`src/common/convAccel_defs.svh`:
```
`ifndef CONV_ACCEL_DEFS_SVH
`define CONV_ACCEL_DEFS_SVH

// image frame size in pixels
`define IMG_W 8
`define IMG_H 8

// 3x3 kernel, coefficients arrive in raster order
`define KERNEL_TAPS 9

// command codes on ctrl
`define CMD_LOAD_WEIGHTS 4'd1
`define CMD_COMPUTE 4'd2

`endif

```
`src/common/convPkg.sv`:
```
`include "convAccel_defs.svh"

package convPkg;

  typedef logic [7:0] pixel_t;         // unsigned sample or raw stream byte

  typedef logic signed [7:0] weight_t; // signed kernel coefficient

  // tap 0 is the top-left coefficient, tap 8 the bottom-right
  typedef weight_t [`KERNEL_TAPS-1:0] kernel_t;

  typedef logic signed [19:0] convSum_t; // holds nine 255 * -128 products

  typedef logic [3:0] cmd_t;

  typedef enum logic [1:0] {
    idle        = 2'd0,
    loadWeights = 2'd1,
    compute     = 2'd2,
    flush       = 2'd3
  } seqState_t;

endpackage

```
`src/common/pixStreamIf.sv`:
```
`timescale 1ns/1ps

interface pixStreamIf;

  convPkg::pixel_t data;
  logic            valid;
  logic            ready;
  logic            last;

  modport source (
    output data,
    output valid,
    output last,
    input  ready
  );

  modport sink (
    input  data,
    input  valid,
    input  last,
    output ready
  );

endinterface

```
`src/rtl/streamRouter.sv`:
```
`timescale 1ns/1ps
`include "convAccel_defs.svh"

module streamRouter (
  input  logic            clk,
  input  logic            rst,
  input  convPkg::cmd_t   ctrl,
  pixStreamIf.sink        src,
  pixStreamIf.source      weightStream,
  pixStreamIf.source      imageStream
);

  logic destImage; // 0 selects the weight sink, 1 the image sink

  // destination follows every load or compute code, whatever the job state
  always_ff @(posedge clk) begin
    if (rst) begin
      destImage <= 1'b0;
    end else if (ctrl == `CMD_LOAD_WEIGHTS) begin
      destImage <= 1'b0;
    end else if (ctrl == `CMD_COMPUTE) begin
      destImage <= 1'b1;
    end
  end

  assign weightStream.valid = src.valid & ~destImage;
  assign weightStream.data  = destImage ? '0 : src.data;
  assign weightStream.last  = src.last & ~destImage;

  assign imageStream.valid  = src.valid & destImage;
  assign imageStream.data   = destImage ? src.data : '0;
  assign imageStream.last   = src.last & destImage;

  assign src.ready = destImage ? imageStream.ready : weightStream.ready; // ready of selected sink

  // a beat must never be offered to both consumers at once
  oneSinkValid: assert property (
    @(posedge clk) disable iff (rst)
    !(weightStream.valid && imageStream.valid)
  );

endmodule

```
`src/rtl/convSequencer.sv`:
```
`timescale 1ns/1ps
`include "convAccel_defs.svh"

module convSequencer (
  input  logic                clk,
  input  logic                rst,
  input  convPkg::cmd_t       ctrl,
  input  logic                kernelDone,
  input  logic                frameDone,
  output logic                startLoad,
  output logic                startCompute,
  output logic                dmaReadValid,
  output logic                dmaWriteValid,
  output convPkg::seqState_t  state
);

  convPkg::seqState_t nextState;

  always_comb begin
    nextState = state;
    case (state)
      convPkg::idle: begin
        if (ctrl == `CMD_LOAD_WEIGHTS) begin
          nextState = convPkg::loadWeights;
        end else if (ctrl == `CMD_COMPUTE) begin
          nextState = convPkg::compute;
        end
      end
      convPkg::loadWeights: begin
        if (kernelDone) nextState = convPkg::idle;
      end
      convPkg::compute: begin
        if (frameDone) nextState = convPkg::flush;
      end
      default: nextState = convPkg::idle; // flush lasts one cycle
    endcase
  end

  // strobes are registered so they land in the first cycle of the new state
  always_ff @(posedge clk) begin
    if (rst) begin
      state         <= convPkg::idle;
      startLoad     <= 1'b0;
      startCompute  <= 1'b0;
      dmaReadValid  <= 1'b0;
      dmaWriteValid <= 1'b0;
    end else begin
      state         <= nextState;
      startLoad     <= (state == convPkg::idle) && (nextState == convPkg::loadWeights);
      startCompute  <= (state == convPkg::idle) && (nextState == convPkg::compute);
      dmaReadValid  <= (state == convPkg::idle) && (nextState != convPkg::idle);
      dmaWriteValid <= (nextState == convPkg::flush); // high for the single flush cycle
    end
  end

  // a job is either a kernel load or a frame, never both
  startExclusive: assert property (
    @(posedge clk) disable iff (rst)
    !(startLoad && startCompute)
  );

endmodule

```
`src/rtl/weightBuffer.sv`:
```
`timescale 1ns/1ps
`include "convAccel_defs.svh"

module weightBuffer (
  input  logic              clk,
  input  logic              rst,
  input  logic              startLoad,
  pixStreamIf.sink          in,
  output convPkg::kernel_t  kernel,
  output logic              kernelDone
);

  localparam int TapW = $clog2(`KERNEL_TAPS + 1);

  logic [TapW-1:0] tapCount; // taps filled so far
  logic [TapW-1:0] tapIdx;   // tap written by the current beat
  logic            accept;

  // startLoad restarts at tap 0 even if a byte lands in the same cycle
  assign tapIdx = startLoad ? '0 : tapCount;

  assign in.ready = (tapCount < TapW'(`KERNEL_TAPS));
  assign accept   = in.valid & in.ready;

  always_ff @(posedge clk) begin
    if (rst) begin
      tapCount   <= '0;
      kernel     <= '0;
      kernelDone <= 1'b0;
    end else begin
      kernelDone <= accept && (tapIdx == TapW'(`KERNEL_TAPS - 1));
      if (accept) begin
        kernel[tapIdx] <= in.data; // raw byte reinterpreted as signed weight
        tapCount       <= tapIdx + 1'b1;
      end else if (startLoad) begin
        tapCount <= '0;
      end
    end
  end

  // once full, the kernel stays untouched until the next load job
  noOverfill: assert property (
    @(posedge clk) disable iff (rst)
    (tapCount == TapW'(`KERNEL_TAPS)) && !startLoad |-> !accept
  );

endmodule

```
`src/conv3x3/conv3x3Engine.sv`:
```
`timescale 1ns/1ps
`include "convAccel_defs.svh"

module conv3x3Engine (
  input  logic               clk,
  input  logic               rst,
  input  logic               startCompute,
  pixStreamIf.sink           in,
  input  convPkg::kernel_t   kernel,
  output convPkg::convSum_t  mData,
  output logic               mValid,
  input  logic               mReady,
  output logic               mLast,
  output logic               frameDone
);

  localparam int ColW = $clog2(`IMG_W);
  localparam int RowW = $clog2(`IMG_H);

  logic [ColW-1:0] col;
  logic [RowW-1:0] row;
  logic [ColW-1:0] colEff; // position of the pixel on the input this cycle
  logic [RowW-1:0] rowEff;

  convPkg::pixel_t lineBuf0 [`IMG_W]; // previous row
  convPkg::pixel_t lineBuf1 [`IMG_W]; // row before that

  convPkg::pixel_t win    [3][3]; // [row][col], col 2 is the newest
  convPkg::pixel_t nxtWin [3][3];

  convPkg::convSum_t acc;
  convPkg::convSum_t winSum;

  logic accept;
  logic windowReady;
  logic lastPix;

  assign colEff = startCompute ? '0 : col;
  assign rowEff = startCompute ? '0 : row;

  // input stalls only while a result is waiting and not being taken
  assign in.ready = ~mValid | mReady;
  assign accept   = in.valid & in.ready;

  assign windowReady = (rowEff >= RowW'(2)) && (colEff >= ColW'(2));
  assign lastPix     = (rowEff == RowW'(`IMG_H - 1)) && (colEff == ColW'(`IMG_W - 1));

  // window as it will be after this pixel shifts in
  always_comb begin
    for (int r = 0; r < 3; r++) begin
      nxtWin[r][0] = win[r][1];
      nxtWin[r][1] = win[r][2];
    end
    nxtWin[0][2] = lineBuf1[colEff];
    nxtWin[1][2] = lineBuf0[colEff];
    nxtWin[2][2] = in.data;
  end

  // tap r*3+k weights window pixel (r,k), pixels zero-extended to signed
  always_comb begin
    acc = '0;
    for (int r = 0; r < 3; r++) begin
      for (int k = 0; k < 3; k++) begin
        acc = acc + $signed({1'b0, nxtWin[r][k]}) * convPkg::weight_t'(kernel[r*3+k]);
      end
    end
    winSum = acc;
  end

  always_ff @(posedge clk) begin
    if (accept) begin
      lineBuf1[colEff] <= lineBuf0[colEff];
      lineBuf0[colEff] <= in.data;
      win              <= nxtWin;
    end
  end

  always_ff @(posedge clk) begin
    if (rst) begin
      col <= '0;
      row <= '0;
    end else if (accept) begin
      if (colEff == ColW'(`IMG_W - 1)) begin
        col <= '0;
        row <= lastPix ? '0 : rowEff + 1'b1; // wrap so the next frame starts clean
      end else begin
        col <= colEff + 1'b1;
        row <= rowEff;
      end
    end else if (startCompute) begin
      col <= '0;
      row <= '0;
    end
  end

  always_ff @(posedge clk) begin
    if (accept && windowReady) begin
      mData <= winSum;
    end
  end

  always_ff @(posedge clk) begin
    if (rst) begin
      mValid    <= 1'b0;
      mLast     <= 1'b0;
      frameDone <= 1'b0;
    end else begin
      frameDone <= mValid & mReady & mLast;
      if (accept && windowReady) begin
        mValid <= 1'b1;
        mLast  <= lastPix;
      end else if (mReady) begin
        mValid <= 1'b0;
        mLast  <= 1'b0;
      end
    end
  end

  // a stalled result must not change under the consumer
  holdWhileStalled: assert property (
    @(posedge clk) disable iff (rst)
    mValid && !mReady |=> $stable(mData) && $stable(mLast)
  );

endmodule

```
`src/rtl/convAccelTop.sv`:
```
`timescale 1ns/1ps

module convAccelTop (
  input  logic                clk,
  input  logic                rst,
  input  convPkg::cmd_t       ctrl,
  input  convPkg::pixel_t     sData,
  input  logic                sValid,
  output logic                sReady,
  output convPkg::convSum_t   mData,
  output logic                mValid,
  input  logic                mReady,
  output logic                mLast,
  output logic                dmaReadValid,
  output logic                dmaWriteValid,
  output convPkg::seqState_t  state
);

  pixStreamIf srcStream ();
  pixStreamIf weightStream ();
  pixStreamIf imageStream ();

  convPkg::kernel_t kernel;
  logic startLoad;
  logic startCompute;
  logic kernelDone;
  logic frameDone;

  assign srcStream.data  = sData;
  assign srcStream.valid = sValid;
  assign srcStream.last  = 1'b0; // frame ends come from the engine counters
  assign sReady          = srcStream.ready;

  streamRouter router_i (
    .clk          (clk),
    .rst          (rst),
    .ctrl         (ctrl),
    .src          (srcStream),
    .weightStream (weightStream),
    .imageStream  (imageStream)
  );

  convSequencer sequencer_i (
    .clk           (clk),
    .rst           (rst),
    .ctrl          (ctrl),
    .kernelDone    (kernelDone),
    .frameDone     (frameDone),
    .startLoad     (startLoad),
    .startCompute  (startCompute),
    .dmaReadValid  (dmaReadValid),
    .dmaWriteValid (dmaWriteValid),
    .state         (state)
  );

  weightBuffer weights_i (
    .clk        (clk),
    .rst        (rst),
    .startLoad  (startLoad),
    .in         (weightStream),
    .kernel     (kernel),
    .kernelDone (kernelDone)
  );

  conv3x3Engine engine_i (
    .clk          (clk),
    .rst          (rst),
    .startCompute (startCompute),
    .in           (imageStream),
    .kernel       (kernel),
    .mData        (mData),
    .mValid       (mValid),
    .mReady       (mReady),
    .mLast        (mLast),
    .frameDone    (frameDone)
  );

endmodule

```
`config.mk`:
```
export PLATFORM = sky130hd
export DESIGN_NAME = convAccelTop
export DESIGN_NICKNAME = d
export VERILOG_FILES = /design/src/common/convPkg.sv /design/src/common/pixStreamIf.sv /design/src/rtl/streamRouter.sv /design/src/rtl/convSequencer.sv /design/src/rtl/weightBuffer.sv /design/src/conv3x3/conv3x3Engine.sv /design/src/rtl/convAccelTop.sv
export VERILOG_INCLUDE_DIRS = /design/src /design/src/common
export SDC_FILE = /design/constraint.sdc
export NUM_CORES = 2
export LEC_CHECK = 0
export BUFFER_PORTS_ARGS = -buffer_cell sky130_fd_sc_hd__buf_2
export CAP_MARGIN = 15
export CORE_AREA = 2 2 390 392
export DETAILED_ROUTE_END_ITERATION = 8
export DIE_AREA = 0 0 392 394
export HOLD_SLACK_MARGIN = 0.1
export PLACE_DENSITY = 0.44
export SLEW_MARGIN = 40
export SYNTH_ARGS = -nofsm -noshare
export SYNTH_HDL_FRONTEND = slang
export SYNTH_SLANG_ARGS = --single-unit
```
`constraint.sdc`:
```
create_clock -name clk -period 11.5 [get_ports clk]
set_input_delay 1.725 -clock clk [delete_from_list [all_inputs] [get_ports clk]]
set_output_delay 1.725 -clock clk [all_outputs]
set_load 0.03 [all_outputs]
```
; Yosys cells after proc, flatten, opt, wreduce, memory -nomap -nowiden
; Memories as Yosys holds them, arrays and structs flattened.
; Cells that the tools add are included.
[word_totals]
memories = 2
output_inout_bits = 27
ram_bits = 128
rom_bits = 0
latchBits = 0
inputBits = 16
reg_bits = 161
wordCells = 112
[op_classes]
mux = 25
n_reduce_logical = 12
shifts = 0
addsub = 11
div = 0
bitwise = 9
order_cmp = 5
mul = 9
eq_ne = 10
[mem_list]
columns = name, words, word_bits, read_ports, rd_clocked_by_memory_dff, wr, line
row1 = engine_i.lineBuf0, 8, 8, 1, 0, 1, conv3x3Engine.sv:25  ; convPkg::pixel_t lineBuf0 [`IMG_W];
row2 = engine_i.lineBuf1, 8, 8, 1, 0, 1, conv3x3Engine.sv:26  ; convPkg::pixel_t lineBuf1 [`IMG_W];
[op_table]
columns = cell, count
row1 = adder 20 bit, 8
row2 = multiplier 9 x 8 -> 17 bit, 9
row3 = bitwise mux 72 bit, 1
row4 = demux 8 bit (select 4 bit), 1
row5 = two-way mux 8 bit, 3
row6 = two-way mux 3 bit, 7
row7 = logical AND 1 bit, 8
row8 = two-way mux 2 bit, 4
row9 = two-way mux 4 bit, 2
row10 = "adder 3 x 1 -> 3 bit, second input constant", 2
row11 = bitwise AND 1 bit, 6
row12 = "equality test 2 bit, second input constant", 3
row13 = "equality test 3 bit, second input constant", 2
row14 = "greater-or-equal comparator 3 x 2 -> 1 bit, second input constant", 2
row15 = two-way mux 1 bit, 6
row16 = one-hot mux 2 bit (3 select lines), 1
row17 = "< comparator 4 x 5 -> 1 bit, second input constant", 1
row18 = "adder 4 x 1 -> 4 bit, second input constant", 1
row19 = "equality test 2 x 1 -> 1 bit, second input constant", 2
row20 = "equality test 4 x 1 -> 1 bit, second input constant", 1
row21 = "equality test 4 x 2 -> 1 bit, second input constant", 1
row22 = "equality test 4 bit, second input constant", 1
row23 = "greater-or-equal comparator 4 x 1 -> 1 bit, second input constant", 1
row24 = "< comparator 4 bit, second input constant", 1
row25 = 5 further kinds, 7

; Logic depth before layout (Yosys ltp)
; An unclocked memory read counts as a cell.
[depth]
depth_word = 10
mapped_depth = 38
depth_no_buf = 36

; Modules after synthesis
; From an unflattened synthesis, not the netlist that was laid out.
[unflattened]
hier_cells = 3045
hier_area_um2 = 32621.3
[by_module_without_submodules]
columns = mod, n_inst, area_each_um2, cells_per_inst, seq_area_each_um2
row1 = conv3x3Engine, 1, 29216.8, 2686, 6065.8
row2 = weightBuffer, 1, 2971.6, 308, 1541.5
row3 = convSequencer, 1, 221.5, 21, 120.1
row4 = streamRouter, 1, 207.7, 29, 20.0
row5 = convAccelTop, 1, 3.8, 1, 0.0

; Worst setup path before layout
; Ideal clock, no wire load.
[synth_path]
kind = input-to-reg
startpoint = input port sData[7]
endpoint = register engine_i.mData[19], data pin
path_buffers = 1
setup_ns = 0.260
arrival_time_ns = 8.755
t_required_ns = 11.240
path_slack_ns = 2.484
cell_stages = 31
cell_sequence = and2_1 -> clkbuf_1 -> nand2_1 -> fa_1 -> fa_1 -> inv_1 -> fa_1 -> inv_1 -> fa_1 -> inv_1 -> ha_1 -> nand2_1 -> o21ai_0 -> nand4_1 -> nand3_1 -> o41ai_1 -> xnor2_1 -> fa_1 -> inv_1 -> fa_1 -> inv_1 -> fa_1 -> inv_1 -> fa_1 -> inv_1 -> ha_1 -> a21oi_1 -> o211ai_1 -> a311o_1 -> o22ai_1 -> xnor2_1
[synth_between]
elab_chain_cells = 3
[synth_rtl]
columns = item, line
row1 = start: declaration, convAccelTop.sv:7  ; input convPkg::pixel_t sData,
row2 = two-way mux 8 bit, streamRouter.sv:31  ; assign imageStream.data = destImage ? src.data : '0;
row3 = named net engine_i.in.data[7], pixStreamIf.sv:18  ; input data,
row4 = multiplier 9 x 8 -> 17 bit, conv3x3Engine.sv:64  ; acc = acc + $signed({1'b0, nxtWin[r][k]}) * convPkg::weight_t'(kernel[r*3+k]);
row5 = adder 20 bit, conv3x3Engine.sv:64
row6 = named net engine_i.acc[19], conv3x3Engine.sv:31  ; convPkg::convSum_t acc;
row7 = end signal: assignment, conv3x3Engine.sv:98  ; mData <= winSum;
row8 = end: declaration, conv3x3Engine.sv:10  ; output convPkg::convSum_t mData,
; The timed path passes the listed nets, and every way through them passes these cells.
; A chain may end at the register's enable or synchronous reset.

==> summary.md <==
| Metric | Value |
|---|---|
| Area contributors post-synth | `fa_1 26%, edfxtp_1 17%, ha_1 15%` |
| Max_cap viols | `0` |
| Antenna violations before repair | `12` |
| Most frequent cell after synthesis | `inv_1` |
| Switching power | `949 µW` |
| Post-synth EDFFs | `196` |
| GRT Max-Usage Layer | `met2` |
| Min Tclk post-route | `10.05 ns` |
| Post-Route WL | `95.9 mm` |
| CTS tree | `done` |
| Critical Path Sink Type | `flop` |
| Yosys cell types | `75` |
| Main flop type after synthesis | `edfxtp_1` |
| CTS root buffer | `clkbuf_16` |
| Number of remaining DRC errors | `0` |
| TritonCTS buffer count | `42` |
| Core area | `151,000 µm²` |
| Sequential share of the synthesized area | `22.6%` |
| CTS max path bufs | `3` |
| M3 GR Usage | `1.74%` |
| Post_cts resized | `0` |
| Max incr delay on CP | `0.55 ns` |
| Die area | `154,000 µm²` |
| Worst Path Arrival | `10.41 ns` |
| Vias in the first global route | `24,500` |
| Power Density | `81.7 nW/µm²` |
| Final Cycle Share | `87.4%` |
| Most frequent CP cell | `fa_1` |
| Slowest cell on crit path | `fa_1` |
| Worst min-delay path class | `reg2reg` |
| First-pass detailed-route iteration total | `5` |
| Post-Syn Instances | `3,446` |
| Insertion delay to the later sink of the worst-skew pair | `0.62 ns` |
| Area leader, netlist | `fa_1` |
| TritonCTS Sinks | `289` |
| Pwr Total | `3.16 mW` |
| Status | `complete, no violations` |
| Gr ovfl total | `0` |
| Starting Density | `22.8%` |
| Post-route ant nets | `0` |
| Total number of H-tree levels | `2` |
| Worst Setup Path Type | `reg2reg` |
| Int Power | `2.21 mW` |
| Vias per inst | `4.17` |
| Seq cells post-synth | `289` |
| R2r worst-path depth | `34` |
| Boundary pin count | `43` |
| Net count of the mapped netlist | `4,333` |
| GP Congestion | `0.822` |
| Unrepaired setup endpoints after global routing | `no` |
| Post-synth top cells | `680 x inv_1, 454 x fa_1, 417 x ha_1, 309 x and2_1, 257 x nand2_1` |
| Leakage | `18.3 nW` |
| Top-area cell type share of the netlist area | `26.5%` |
| Hold Crit Depth | `2` |
| Clk pwr share | `44.9%` |
| Switching share of power | `30.0%` |
| Setup Skew | `0.0229 ns` |
| Hold Vio Cnt, Final | `0` |
| Fin Hold WS | `0.444 ns` |
| Met1 GRT Util | `17.3%` |
| Power share of the combinational group | `18.8%` |
| GRT Util Overall | `12.7%` |
| Initial DRC Count | `1,281` |
| Ys async rst share | `0%` |
| Worst vdd ir | `0.0959 mV` |
| Postcts setup bufs | `0` |
| Global-route met2 utilization | `20.9%` |
| Pins over their slew limit | `0` |
| Area of the mapped netlist | `34,300 µm²` |
| PortBufs | `42` |
| First-pass GRT wire length | `149 mm` |
| Number of vias in the routed layout | `23,200` |
| Num rows | `143` |
| Chip height | `394 µm` |
| CP max FO | `17` |
| Worst slew margin | `46.3%` |
| CTS clk-pin slew, worst paths | `0.06 ns` |
| DIE WIDTH | `392 µm` |
| Nets | `4,386` |
| Finish-stage setup viols | `0` |
| Register share of total power | `36.3%` |
| Syn avg cell area | `9.97 µm²` |
| Critical Path Start Type | `flop` |
| TNS Setup | `0 ns` |
| Max Fclk | `99.5 MHz` |
| CTS Hold Bufs | `0` |
| Dpl hpwl | `76.5 mm` |
| Least-Margin Pin Slew | `0.805 ns` |
| Critical path data required time | `11.86 ns` |
| Area grow syn2layout | `12.6%` |
| Largest net degree at the start of global routing | `66` |
| Routed len/inst | `17.2 µm` |
| Synth warn | `0` |
| Share of layout cells above drive strength 1 | `5.94%` |
final timing paths:
| check | start | end | slack [ns] |
|---|---|---|---|
| worst max-delay path | sequencer_i.startCompute$_SDFF_PP0_ | engine_i.mData[19]$_DFFE_PP_ | 1.45 |
| worst min-delay path | engine_i.frameDone$_SDFF_PP0_ | sequencer_i.dmaWriteValid$_SDFF_PP0_ | 0.44 |
| worst max register to register | sequencer_i.startCompute$_SDFF_PP0_ | engine_i.mData[19]$_DFFE_PP_ | 1.45 |
| worst min register to register | engine_i.frameDone$_SDFF_PP0_ | sequencer_i.dmaWriteValid$_SDFF_PP0_ | 0.44 |
per-stage QoR:
step | instances | cell area, µm² | setup slack (ns) | util (%)
2_1_floorplan | 3446 | 34300 | 2.48 | -
6_report | 5568 | 38700 | 1.45 | 25.7
3_3_place_gp | 5482 | 37000 | 1.48 | 24.6
3_5_place_dp | 5485 | 37100 | 1.43 | 24.6
5_1_grt | 5566 | 38700 | 0.881 | 25.7
4_1_cts | 5563 | 38700 | 1.40 | 25.7
layout make-up:
cell class	instances	area (µm²)
fill	16300	112000
multi-input combinational	2410	23800
sequential	289	7750
inverter	681	2560
tap	2030	2540
clock buffer	56	1190
timing repair buffer	75	520
clock inverter	22	340
antenna	5	12.5
cell usage in the layout, fill, tap and decap left out, drive strengths merged, types with 45 or more instances in the layout:
master,count
and2,309
inv,683
edfxtp,196
and3,45
clkbuf,56
nor2,186
mux2i,86
nand2,261
fa,454
xnor2,73
nand2b,54
a21oi,107
ha,417
o21ai,74
dfxtp,93
buf,75
metal layers:
metal  wire length, µm  vias to the layer above
li1                  -                    11100
met1             44200                    11700
met2             45100                      318
met3              3770                      112
met4              2820                        4
met5                28                        -
flip-flops by register name, indices dropped and copies added, names as in the netlist, 2 cells and up:
register and cells:
engine_i.col 3, engine_i.lineBuf0 64, engine_i.lineBuf1 64, engine_i.mData 20, engine_i.nxtWin 48, engine_i.row 3, sequencer_i.state 2, weights_i.kernel 72
weights_i.tapCount 4
worst max-delay path: cells and delay by family (launching register included):
kind                       cells  cell delay [ns]
AOI/OAI and AO/OA             11             3.01
buffers and inverters          8             0.84
DFF                            1             0.54
xor gates and xnor gates       2             0.29
adders and majority gates     10             4.67
and+or+nand+nor                3             0.42
kinds of logic (layout without fill, tap and decap cells):
kind of cell | Yosys count | after routing | share of synthesized area (%)
xor+xnor | 117 | 117 | 2.98
compound gates | 357 | 357 | 7.11
mux | 102 | 102 | 3.03
simple gates | 963 | 963 | 14.3
buf+inv | 747 | 834 | 8.38
fa+ha+maj | 871 | 871 | 41.7
flops | 289 | 289 | 22.6
other cells | 0 | 5 | 0
power by group through the flow:
stage                     logic (mW)  registers [mW]  clock network (mW)
after floorplan                0.406            1.15                   0
after global placement         0.605            1.17                   0
after detailed placement       0.605            1.17                   0
after CTS                      0.610            1.15                1.47
after global routing           0.684            1.15                1.51
final                          0.595            1.15                1.42
(Power assumes the default switching activity.)
